File: src/gfx_pkg.sv
// ************************************************************************
// graphics package with canvas size, shape set, coordinate and colour
// types, and the pixel and framebuffer write structs
// ************************************************************************

`default_nettype none

package gfx_pkg;

    // widths
    localparam int CORDW    = 16;  // signed screen coordinate
    localparam int CIDXW    = 4;   // palette index
    localparam int FB_ADDRW = 16;  // linear framebuffer address

    // canvas
    localparam int FB_WIDTH  = 320;
    localparam int FB_HEIGHT = 180;
    localparam int FB_PIXELS = FB_WIDTH * FB_HEIGHT;  // 57600 fits FB_ADDRW

    localparam int SHAPE_CNT = 32;  // nested rectangles per run

    typedef logic signed [CORDW-1:0]   coord_t;     // screen coordinate
    typedef logic [CIDXW-1:0]          cidx_t;      // palette index
    typedef logic [FB_ADDRW-1:0]       fb_addr_t;   // y*width + x
    typedef logic [$clog2(SHAPE_CNT):0] shape_id_t; // holds 0..SHAPE_CNT

    // corners of shape 0, each later shape moves one pixel inward
    localparam coord_t SHAPE_X0 = 16'sd60;
    localparam coord_t SHAPE_Y0 = 16'sd20;
    localparam coord_t SHAPE_X1 = 16'sd260;
    localparam coord_t SHAPE_Y1 = 16'sd160;

    // one drawn pixel
    typedef struct packed {
        coord_t x;
        coord_t y;
        cidx_t  cidx;
    } pixel_t;

    // one framebuffer write
    typedef struct packed {
        fb_addr_t addr;
        cidx_t    cidx;
    } fb_wr_t;

endpackage

`default_nettype wire

File: src/draw_line.sv
// ************************************************************************
// Bresenham line engine, one pixel per enabled cycle, both endpoints
// drawn, start pulse in and done pulse out
// ************************************************************************

`default_nettype none
`timescale 1ns/1ps

module draw_line (
    input  wire logic            clk,      // clock
    input  wire logic            rst,      // sync reset
    input  wire logic            start,    // begin a line
    input  wire logic            oe,       // step enable
    input  wire gfx_pkg::coord_t x0,       // start point
    input  wire gfx_pkg::coord_t y0,
    input  wire gfx_pkg::coord_t x1,       // end point
    input  wire gfx_pkg::coord_t y1,
    output gfx_pkg::coord_t      x,        // current position
    output gfx_pkg::coord_t      y,
    output logic                 drawing,  // pixel presented this cycle
    output logic                 done      // one cycle after last pixel
);
    import gfx_pkg::*;

    typedef enum logic [1:0] {IDLE, INIT, DRAW, DONE} line_state_t;
    line_state_t state;

    logic signed [CORDW+2:0] x0_w, y0_w, x1_w, y1_w;  // sign-extended ends
    logic signed [CORDW+2:0] dx_in, dy_in;  // from the ports at INIT
    logic signed [CORDW+2:0] dx, dy;        // dy kept negative
    logic signed [CORDW+2:0] err;           // running error term
    logic signed [CORDW+2:0] e2;            // doubled error
    logic signed [CORDW+2:0] err_nx;
    logic right;   // x steps up
    logic down;    // y steps up
    logic movx, movy;
    logic at_end;  // position equals end point

    always_comb begin
        x0_w = {{3{x0[CORDW-1]}}, x0};
        y0_w = {{3{y0[CORDW-1]}}, y0};
        x1_w = {{3{x1[CORDW-1]}}, x1};
        y1_w = {{3{y1[CORDW-1]}}, y1};
        dx_in = (x1_w >= x0_w) ? x1_w - x0_w : x0_w - x1_w;  // +|dx|
        dy_in = (y1_w >= y0_w) ? y0_w - y1_w : y1_w - y0_w;  // -|dy|
        e2 = err <<< 1;
        movx = (e2 >= dy);
        movy = (e2 <= dx);
        err_nx = err;
        if (movx) err_nx = err_nx + dy;
        if (movy) err_nx = err_nx + dx;
        at_end = (x == x1) && (y == y1);
    end

    always_ff @(posedge clk) begin
        if (rst) begin
            state <= IDLE;
        end else begin
            case (state)
                INIT: begin  // load Bresenham state
                    x     <= x0;
                    y     <= y0;
                    dx    <= dx_in;
                    dy    <= dy_in;
                    err   <= dx_in + dy_in;
                    right <= (x1 >= x0);
                    down  <= (y1 >= y0);
                    state <= DRAW;
                end
                DRAW: begin
                    if (oe) begin  // hold position while oe low
                        if (at_end) begin
                            state <= DONE;  // last pixel out now
                        end else begin
                            if (movx) x <= right ? x + coord_t'(1) : x - coord_t'(1);
                            if (movy) y <= down ? y + coord_t'(1) : y - coord_t'(1);
                            err <= err_nx;
                        end
                    end
                end
                DONE: state <= IDLE;
                default: if (start) state <= INIT;  // IDLE
            endcase
        end
    end

    always_comb drawing = (state == DRAW) && oe;
    always_comb done    = (state == DONE);

    // endpoints held for the whole line, so x never leaves their span
    a_x_on_span: assert property (@(posedge clk) disable iff (rst)
        drawing |-> ((x >= x0 && x <= x1) || (x >= x1 && x <= x0)))
        else $error("draw_line x outside endpoint span");

endmodule

`default_nettype wire

File: src/draw_rect.sv
// ************************************************************************
// rectangle outline, four edges traced through draw_line in the order
// top, right, bottom, left
// ************************************************************************

`default_nettype none
`timescale 1ns/1ps

module draw_rect (
    input  wire logic            clk,      // clock
    input  wire logic            rst,      // sync reset
    input  wire logic            start,    // begin the outline
    input  wire logic            oe,       // step enable
    input  wire gfx_pkg::coord_t x0,       // top left corner
    input  wire gfx_pkg::coord_t y0,
    input  wire gfx_pkg::coord_t x1,       // bottom right corner
    input  wire gfx_pkg::coord_t y1,
    output gfx_pkg::coord_t      x,        // pixel position
    output gfx_pkg::coord_t      y,
    output logic                 drawing,  // pixel valid
    output logic                 done      // after fourth edge
);
    import gfx_pkg::*;

    typedef enum logic [2:0] {IDLE, TOP, RIGHT, BOTTOM, LEFT} edge_state_t;
    edge_state_t state;

    logic   line_start;  // one pulse per edge
    logic   line_done;
    coord_t lx0, ly0, lx1, ly1;

    // endpoints follow the edge state and stay put for the line
    always_comb begin
        case (state)
            RIGHT: begin  // down the right side
                lx0 = x1;
                ly0 = y0;
                lx1 = x1;
                ly1 = y1;
            end
            BOTTOM: begin  // right to left
                lx0 = x1;
                ly0 = y1;
                lx1 = x0;
                ly1 = y1;
            end
            LEFT: begin  // back up to the origin
                lx0 = x0;
                ly0 = y1;
                lx1 = x0;
                ly1 = y0;
            end
            default: begin  // top edge, also idle
                lx0 = x0;
                ly0 = y0;
                lx1 = x1;
                ly1 = y0;
            end
        endcase
    end

    always_ff @(posedge clk) begin
        if (rst) begin
            state      <= IDLE;
            line_start <= 1'b0;
            done       <= 1'b0;
        end else begin
            line_start <= 1'b0;  // pulses only
            done       <= 1'b0;
            case (state)
                TOP: begin
                    if (line_done) begin
                        state      <= RIGHT;
                        line_start <= 1'b1;
                    end
                end
                RIGHT: begin
                    if (line_done) begin
                        state      <= BOTTOM;
                        line_start <= 1'b1;
                    end
                end
                BOTTOM: begin
                    if (line_done) begin
                        state      <= LEFT;
                        line_start <= 1'b1;
                    end
                end
                LEFT: begin
                    if (line_done) begin
                        state <= IDLE;
                        done  <= 1'b1;  // outline complete
                    end
                end
                default: begin  // IDLE
                    if (start) begin
                        state      <= TOP;
                        line_start <= 1'b1;
                    end
                end
            endcase
        end
    end

    draw_line draw_line_inst (
        .clk,
        .rst,
        .start (line_start),
        .oe,
        .x0    (lx0),
        .y0    (ly0),
        .x1    (lx1),
        .y1    (ly1),
        .x,
        .y,
        .drawing,
        .done  (line_done)
    );

    // next edge only once the line engine has finished the last one
    a_no_restart: assert property (@(posedge clk) disable iff (rst)
        line_start |-> (!drawing && !line_done))
        else $error("draw_rect line_start while draw_line busy");

endmodule

`default_nettype wire

File: src/rect_renderer.sv
// ************************************************************************
// shape sequencer, one nested rectangle per shape id through draw_rect,
// registered pixel and valid out
// ************************************************************************

`default_nettype none
`timescale 1ns/1ps

module rect_renderer (
    input  wire logic       clk,        // clock
    input  wire logic       rst,        // sync reset
    input  wire logic       start,      // begin a full run
    input  wire logic       oe,         // step enable
    output gfx_pkg::pixel_t pix,        // drawn pixel
    output logic            pix_valid,  // pix holds a new pixel
    output logic            busy,       // run in progress
    output logic            done        // end of run pulse
);
    import gfx_pkg::*;

    typedef enum logic [1:0] {IDLE, INIT, DRAW} seq_state_t;
    seq_state_t state;

    shape_id_t shape_id;
    coord_t    vx0, vy0, vx1, vy1;  // corners of current shape
    cidx_t     cidx;
    logic      rect_start, rect_done;
    coord_t    rx, ry;              // raw draw position
    logic      rdrawing;

    always_ff @(posedge clk) begin
        if (rst) begin
            state      <= IDLE;
            shape_id   <= '0;
            rect_start <= 1'b0;
            done       <= 1'b0;
        end else begin
            rect_start <= 1'b0;
            done       <= 1'b0;
            case (state)
                INIT: begin  // corners one pixel inward per shape
                    vx0        <= SHAPE_X0 + coord_t'(shape_id);
                    vy0        <= SHAPE_Y0 + coord_t'(shape_id);
                    vx1        <= SHAPE_X1 - coord_t'(shape_id);
                    vy1        <= SHAPE_Y1 - coord_t'(shape_id);
                    cidx       <= shape_id[CIDXW-1:0];  // low bits pick colour
                    rect_start <= 1'b1;
                    state      <= DRAW;
                end
                DRAW: begin
                    if (rect_done) begin
                        if (shape_id == shape_id_t'(SHAPE_CNT - 1)) begin
                            done  <= 1'b1;
                            state <= IDLE;
                        end else begin
                            shape_id <= shape_id + 1'b1;
                            state    <= INIT;
                        end
                    end
                end
                default: begin  // IDLE, start ignored elsewhere
                    if (start) begin
                        shape_id <= '0;
                        state    <= INIT;
                    end
                end
            endcase
        end
    end

    draw_rect draw_rect_inst (
        .clk,
        .rst,
        .start   (rect_start),
        .oe,
        .x0      (vx0),
        .y0      (vy0),
        .x1      (vx1),
        .y1      (vy1),
        .x       (rx),
        .y       (ry),
        .drawing (rdrawing),
        .done    (rect_done)
    );

    always_ff @(posedge clk) begin
        pix <= '{x: rx, y: ry, cidx: cidx};  // payload
    end

    always_ff @(posedge clk) begin
        if (rst) pix_valid <= 1'b0;
        else pix_valid <= rdrawing;
    end

    always_comb busy = (state != IDLE);

endmodule

`default_nettype wire

File: src/fb_writer.sv
// ************************************************************************
// framebuffer write pipeline, row base then linear address, 2 cycles
// ************************************************************************

`default_nettype none
`timescale 1ns/1ps

module fb_writer (
    input  wire logic            clk,        // clock
    input  wire logic            rst,        // sync reset
    input  wire gfx_pkg::pixel_t pix,        // drawn pixel
    input  wire logic            pix_valid,  // new pixel this cycle
    output logic                 wr,         // write strobe
    output gfx_pkg::fb_wr_t      wr_data     // address and colour
);
    import gfx_pkg::*;

    fb_addr_t row_base;  // y * FB_WIDTH
    fb_addr_t col;       // x
    cidx_t    cidx_s1;
    logic     valid_s1;

    // stage 1
    always_ff @(posedge clk) begin
        row_base <= fb_addr_t'(pix.y) * fb_addr_t'(FB_WIDTH);
        col      <= fb_addr_t'(pix.x);
        cidx_s1  <= pix.cidx;  // colour rides along
    end

    // stage 2
    always_ff @(posedge clk) begin
        wr_data <= '{addr: row_base + col, cidx: cidx_s1};
    end

    // valid bits, no stall so one pixel in per cycle at most
    always_ff @(posedge clk) begin
        if (rst) begin
            valid_s1 <= 1'b0;
            wr       <= 1'b0;
        end else begin
            valid_s1 <= pix_valid;
            wr       <= valid_s1;
        end
    end

    // every shape sits on the canvas, so writes never pass its end
    a_addr_on_canvas: assert property (@(posedge clk) disable iff (rst)
        wr |-> (wr_data.addr < fb_addr_t'(FB_PIXELS)))
        else $error("fb_writer address beyond framebuffer");

endmodule

`default_nettype wire

File: src/rect_render_top.sv
// ************************************************************************
// rectangle render top, shape sequencer feeding the framebuffer writer
// ************************************************************************

`default_nettype none
`timescale 1ns/1ps

module rect_render_top (
    input  wire logic       clk,      // clock
    input  wire logic       rst,      // sync reset
    input  wire logic       start,    // begin a full run
    input  wire logic       oe,       // step enable
    output logic            wr,       // write strobe
    output gfx_pkg::fb_wr_t wr_data,  // address and colour
    output logic            busy,     // run in progress
    output logic            done      // may lead the last writes
);
    import gfx_pkg::*;

    pixel_t pix;        // renderer to writer
    logic   pix_valid;

    rect_renderer rect_renderer_inst (
        .clk,
        .rst,
        .start,
        .oe,
        .pix,
        .pix_valid,
        .busy,
        .done
    );

    fb_writer fb_writer_inst (
        .clk,
        .rst,
        .pix,
        .pix_valid,
        .wr,
        .wr_data
    );

endmodule

`default_nettype wire

File: config.mk
export PLATFORM = sky130hd
export DESIGN_NAME = rect_render_top
export DESIGN_NICKNAME = d
export VERILOG_FILES = /design/src/gfx_pkg.sv /design/src/draw_line.sv /design/src/draw_rect.sv /design/src/rect_renderer.sv /design/src/fb_writer.sv /design/src/rect_render_top.sv
export SDC_FILE = /design/constraint.sdc
export NUM_CORES = 1
export LEC_CHECK = 0
export BUFFER_PORTS_ARGS = -buffer_cell sky130_fd_sc_hd__buf_2
export CAP_MARGIN = 15
export CORE_ASPECT_RATIO = 1.2
export CORE_UTILIZATION = 59
export DETAILED_ROUTE_END_ITERATION = 10
export PLACE_DENSITY = 0.83
export SLEW_MARGIN = 20
export SYNTH_ARGS = -nofsm -noshare
export SYNTH_HDL_FRONTEND = slang
export SYNTH_HIERARCHICAL = 1
export SYNTH_SLANG_ARGS = --single-unit
File: constraint.sdc
create_clock -name clk -period 5.55 [get_ports clk]
set_clock_uncertainty 0.05 [all_clocks]
set_input_delay 0.8325 -clock clk [delete_from_list [all_inputs] [get_ports clk]]
set_output_delay 0.8325 -clock clk [all_outputs]
set_load 0.02 [all_outputs]
# ---- After elaboration in Yosys (flattened, before gate mapping)
# Index checks and enable logic that the tools add are counted.
dict set report classes {
  add_sub_neg 17
  mul 1
  order_cmp 6
  eq_ne 23
  mux 44
  bitwise_logic 5
  reduce_logical 22
}
# operator count
set op_table {}
lappend op_table {{2-to-1 mux 16 bit} 12}
lappend op_table {{2-to-1 mux 19 bit} 6}
lappend op_table {{subtractor 16 x 16 -> 17 bit} 4}
lappend op_table {{>= comparator 16 bit} 4}
lappend op_table {{case mux 16 bit (2 select lines)} 2}
lappend op_table {{adder 19 bit} 3}
lappend op_table {{case mux 19 bit (2 select lines)} 1}
lappend op_table {{adder 16 x 2 -> 16 bit (second input constant)} 2}
lappend op_table {{equality test 16 bit} 2}
lappend op_table {{subtractor 16 x 2 -> 16 bit (second input constant)} 2}
lappend op_table {{>= comparator 19 bit} 1}
lappend op_table {{<= comparator 19 bit} 1}
lappend op_table {{2-to-1 mux 6 bit} 3}
lappend op_table {{adder 16 bit} 1}
lappend op_table {{multiplier 16 x 3 -> 10 bit (second input constant)} 1}
lappend op_table {{2-to-1 mux 3 bit} 5}
lappend op_table {{AND reduction 5 bit} 3}
lappend op_table {{inequality test 2 x 1 -> 1 bit (second input constant)} 7}
lappend op_table {{case mux 3 bit (4 select lines)} 1}
lappend op_table {{case mux 6 bit (2 select lines)} 1}
lappend op_table {{2-to-1 mux 2 bit} 5}
lappend op_table {{subtractor 9 x 6 -> 10 bit (first input constant)} 1}
lappend op_table {{subtractor 8 x 6 -> 9 bit (first input constant)} 1}
lappend op_table {{inequality test 2 bit (second input constant)} 4}
lappend op_table {{24 further kinds} 45}
dict set report totals {
  regBits 265
  input_bits 4
}

# ---- Logic depth before layout (Yosys ltp)
dict set report logic_depth {
  depth_word 8
  depth_mapped 29
  depth_no_buf 24
}

# ---- Cells and area by module
# Netlist, hierarchy kept.
# module instances cells_per_inst area_per_inst_um2 seq_area_each_um2
set by_module_without_submodules {}
lappend by_module_without_submodules {draw_line 1 1325 11437.2 2622.5}
lappend by_module_without_submodules {rect_renderer 1 171 2394.8 1751.7}
lappend by_module_without_submodules {draw_rect 1 296 2139.6 100.1}
lappend by_module_without_submodules {fb_writer 1 136 1767.9 1041.0}

# ---- Worst setup path after synthesis
# No wires, ideal clock.
dict set report synth_timing {
  path_kind {flip-flop to flip-flop}
  from {register rect_renderer_inst.draw_rect_inst.state[1]}
  to {register rect_renderer_inst.draw_rect_inst.draw_line_inst.err[15] (data pin)}
  setup_time_ps 275
  t_arrival_ps 5569
  required_time_ps 5225
  path_slack_ps -345
  stages_incl_launch_ff 28
  path_buffers 5
  period_less_slack_ps 5895
  path_cell_list {dfxtp_1 buf_6 nor2b_1 buf_2 buf_4 a311o_1 a21oi_1 ha_1 buf_6 a211oi_2 o21bai_2 and4bb_1 o21bai_2 o311ai_4 a41oi_4 buf_6 mux2_1 inv_1 ha_1 a21o_1 a21oi_1 o21ai_0 o41ai_1 o21ai_0 nor4_1 o31ai_1 xnor2_1 mux2i_1}
}
dict set report synth_via {
  elab_chain_cells 7
  word_cells_on_any_way 19
  cone_classes {add/sub (5); order compare (2); eq/ne (3); mux (7); reduce/logical (2)}
}
# element line
set synth_lines {}
lappend synth_lines {{from (decl)} draw_rect.sv:26} ;# edge_state_t state;
lappend synth_lines {{from (signal assigned)} draw_rect.sv:64} ;# state <= IDLE;
lappend synth_lines {{from (signal assigned)} draw_rect.sv:73} ;# state <= RIGHT;
lappend synth_lines {{from (signal assigned)} draw_rect.sv:79} ;# state <= BOTTOM;
lappend synth_lines {{equality test 3 bit / equality test 3 x 2 -> 1 bit (equally long branches)} draw_rect.sv:34} ;# case (state)
lappend synth_lines {{OR reduction 2 bit (no source line) (*)} --}
lappend synth_lines {{2-to-1 mux 16 bit (*)} draw_rect.sv:34}
lappend synth_lines {{net rect_renderer_inst.draw_rect_inst.lx1[6]} draw_rect.sv:30} ;# coord_t lx0, ly0, lx1, ly1;
lappend synth_lines {{>= comparator 16 bit (*)} draw_line.sv:44} ;# dx_in = (x1_w >= x0_w) ? x1_w - x0_w : x0_w - x1_w;
lappend synth_lines {{2-to-1 mux 19 bit (*)} draw_line.sv:44}
lappend synth_lines {{net rect_renderer_inst.draw_rect_inst.draw_line_inst.dx_in[1]} draw_line.sv:29} ;# logic signed [CORDW+2:0] dx_in, dy_in;
lappend synth_lines {{adder 19 bit (*)} draw_line.sv:65} ;# err <= dx_in + dy_in;
lappend synth_lines {{case mux 19 bit (2 select lines) (*)} draw_line.sv:59} ;# case (state)
lappend synth_lines {{to (signal assigned)} draw_line.sv:65}
lappend synth_lines {{to (signal assigned)} draw_line.sv:77} ;# err <= err_nx;
lappend synth_lines {{to (decl)} draw_line.sv:31} ;# logic signed [CORDW+2:0] err;
# The timed path passes the listed nets; every way through them passes the cells marked *.
# A chain may end at the register's enable or synchronous reset.

# ---- Final worst setup path
dict set report layout_timing {
  from {register rect_renderer_inst.draw_rect_inst.state[2]}
  to {register rect_renderer_inst.draw_rect_inst.draw_line_inst.err[14] (data pin)}
}
dict set report layout_via {
  elab_chain_cells 7
  word_cells_on_any_way 19
  cone_classes {add/sub (5); order compare (2); eq/ne (3); mux (7); reduce/logical (2)}
}
# element line
set layout_lines {}
lappend layout_lines {{equality test 3 x 2 -> 1 bit} draw_rect.sv:34}
lappend layout_lines {{OR reduction 2 bit (no source line) (*)} --}
lappend layout_lines {{2-to-1 mux 16 bit (*)} draw_rect.sv:34}
lappend layout_lines {{net rect_renderer_inst.draw_rect_inst.lx0[3]} draw_rect.sv:30}
lappend layout_lines {{>= comparator 16 bit (*)} draw_line.sv:44}
lappend layout_lines {{2-to-1 mux 19 bit (*)} draw_line.sv:44}
lappend layout_lines {{net rect_renderer_inst.draw_rect_inst.draw_line_inst.dx_in[2]} draw_line.sv:29}
lappend layout_lines {{adder 19 bit (*)} draw_line.sv:65}
lappend layout_lines {{case mux 19 bit (2 select lines) (*)} draw_line.sv:59}
# Marked as above.

==> results.py <==
metrics = {
    "timing": {
        "worst_slack_ns": -0.0375,
        "period_share_pct": 101,
        "min_period_ns": 5.59,
        "rsz0062_at_grt": "true",
        "finalHoldViolCount": 0,
        "drv_slew": 0,
        "holdWs_ns": 0.273,
        "setup_viol": 1,
        "setup_tns_ns": -0.0375,
        "fmax_mhz": 179,
        "slew_headroom_pct": 29.8,
        "tightest_slew_ns": 1.05,
    },
    "floorplan": {
        "io_pins": 27,
        "dieHeight_um": 191,
        "die_area_um2": 30600,
        "rows": 68,
        "start_util_pct": 60.6,
        "dieWidth_um": 160,
        "core_area_um2": 29100,
    },
    "place": {
        "dpl_cell_area_um2": 20000,
        "gp_congestion": 0.968,
        "dp_cells": 2567,
        "place_hpwl_mm": 36.4,
        "port_buffers": 26,
        "place_ws_ns": -0.213,
    },
    "clock_network": {
        "cts.htree.levels": 1,
        "clock_latency_ns": 0.54,
        "cts_tree": "done",
        "clock_sinks": 213,
        "clock-root-buffer": "clkbuf_16",
        "clkTransAtPathRegs_ns": 0.06,
        "numCtsBuffers": 23,
        "ctsHoldBuffers": 0,
        "cts.path.max_buffers": 3,
    },
    "routing": {
        "routedWlPerCell_um": 18.2,
        "vias": 15500,
        "drt-total-wl_mm": 48.0,
        "first_pass_iters": 6,
        "viasPerCell": 5.88,
        "drtIter0Drc": 1138,
        "ant_nets": 0,
        "route.detailed.drc": 0,
    },
    "hold_path": {
        "min_path_type": "reg -> reg",
    },
    "synth": {
        "avgSynthCellArea_um2": 9.17,
        "syn_area_um2": 17600,
        "syn_inst": 1922,
        "yosysWarnings": 6,
    },
    "critical_path": {
        "critPathRequiredTime_ns": 5.74,
        "endpoint_kind": "flip-flop",
        "cp_slowest_cell": "dfxtp_4",
        "worst_path_largest_cell_delay_ns": 0.38,
        "start_kind": "flip-flop",
        "critPathKind": "reg -> reg",
        "critical_path.max_fanout": 7,
        "worstPathArrival_ns": 5.78,
    },
    "status": {
        "violations": "negative setup slack",
        "status": "complete, but fails checks",
    },
    "power": {
        "p_leak_nw": 9.60,
        "ir_worst_vdd_v": 0.000343,
        "power.density_nw_per_um2": 433,
        "p_total_mw": 9.27,
    },
    "layout": {
        "layout_common_cells": "214 x buf_4, 206 x ha_1, 185 x inv_1",
        "diodes": 0,
        "final_common_cell": "buf_4",
        "final_layout_size_suffix_gt1_share_pct": 19.2,
        "finalInstanceArea_um2": 21400,
        "instances_no_fill": 2635,
        "syn2layout_area_growth_pct": 21.4,
        "post-route-util_pct": 73.5,
        "fillCellCount": 2042,
        "final_nets": 2459,
    },
    "global_routing": {
        "grt_antenna_before_repair": 0,
        "grt_pass1_wl_mm": 75.7,
        "groute.usage.overall_pct": 30.7,
        "grt_max_degree": 73,
        "grt_pass1_vias": 15200,
        "grt_remaining_overflow": 0,
    },
    "run": {
        "drv_cap": 0,
    },
}
==> timing repair <==
action | 4_1_cts | 5_1_grt
cloned | 1 | 2
setup buffers | 6 | 17
endpoints found under the setup margin | 6 | 9
pin swaps | 6 | 33
endpoints found under the hold margin | 0 | 0
resized for setup | 18 | 66
==> path summary, 6_finish.rpt <==
path	slack [ns]	cells after the start	endpoint	startpoint
setup / recovery	-0.04	26	flip-flop	rect_renderer_inst/draw_rect_inst/state[2]
hold / removal	0.27	0	fb_writer_inst/wr_data[0]	fb_writer_inst/cidx_s1[0]
setup reg to reg	-0.04	26	flip-flop	rect_renderer_inst/draw_rect_inst/state[2]
hold reg to reg	0.27	0	fb_writer_inst/wr_data[0]	fb_writer_inst/cidx_s1[0]
==> registers in the layout, indices dropped and copies added (netlist names), 10 cells and up <==
| name | cells |
|---|---|
| rect_renderer_inst/pix | 30 |
| fb_writer_inst/wr_data | 20 |
| fb_writer_inst/col | 16 |
| rect_renderer_inst/draw_rect_inst/draw_line_inst/y | 16 |
| rect_renderer_inst/draw_rect_inst/draw_line_inst/err | 18 |
| rect_renderer_inst/draw_rect_inst/draw_line_inst/x | 16 |
| rect_renderer_inst/draw_rect_inst/draw_line_inst/dy | 17 |
| fb_writer_inst/row_base | 10 |
| rect_renderer_inst/draw_rect_inst/draw_line_inst/dx | 17 |
==> final cells by class <==
type                       instances  area (µm²)  area share, %
clock buffer                      37         733           3.43
timing repair buffer             262        2070           9.70
multi-input combinational       1545       11900           55.8
inverter                         188         708           3.31
sequential                       213        5400           25.3
clock inverter                     5        57.6          0.269
tap                              385         482           2.25
==> critical path: cells and delay by family, from the launching register on <==
kind / cells / cell delay, ns
compound gates: 10 / 1.77
xor+xnor: 2 / 0.50
fa+ha+maj: 2 / 0.53
buf+inv: 5 / 0.78
flops: 1 / 0.38
mux: 3 / 0.56
simple gates: 4 / 0.72
==> report_power, final <==
part / total (mW) / internal, mW / switching, mW
registers: 2.39 / 2.12 / 0.268
logic: 5.29 / 2.33 / 2.96
clock network: 1.59 / 0.954 / 0.638
total: 9.27 / 5.40 / 3.86
==> metal layers <==
metal  global-route usage (%)  part of all wire, %
met5                        0                    0
met3                     3.25                  5.1
met4                     14.2                  4.7
met1                     36.8                   41
met2                     55.4                   49
(Power assumes the default switching activity.)
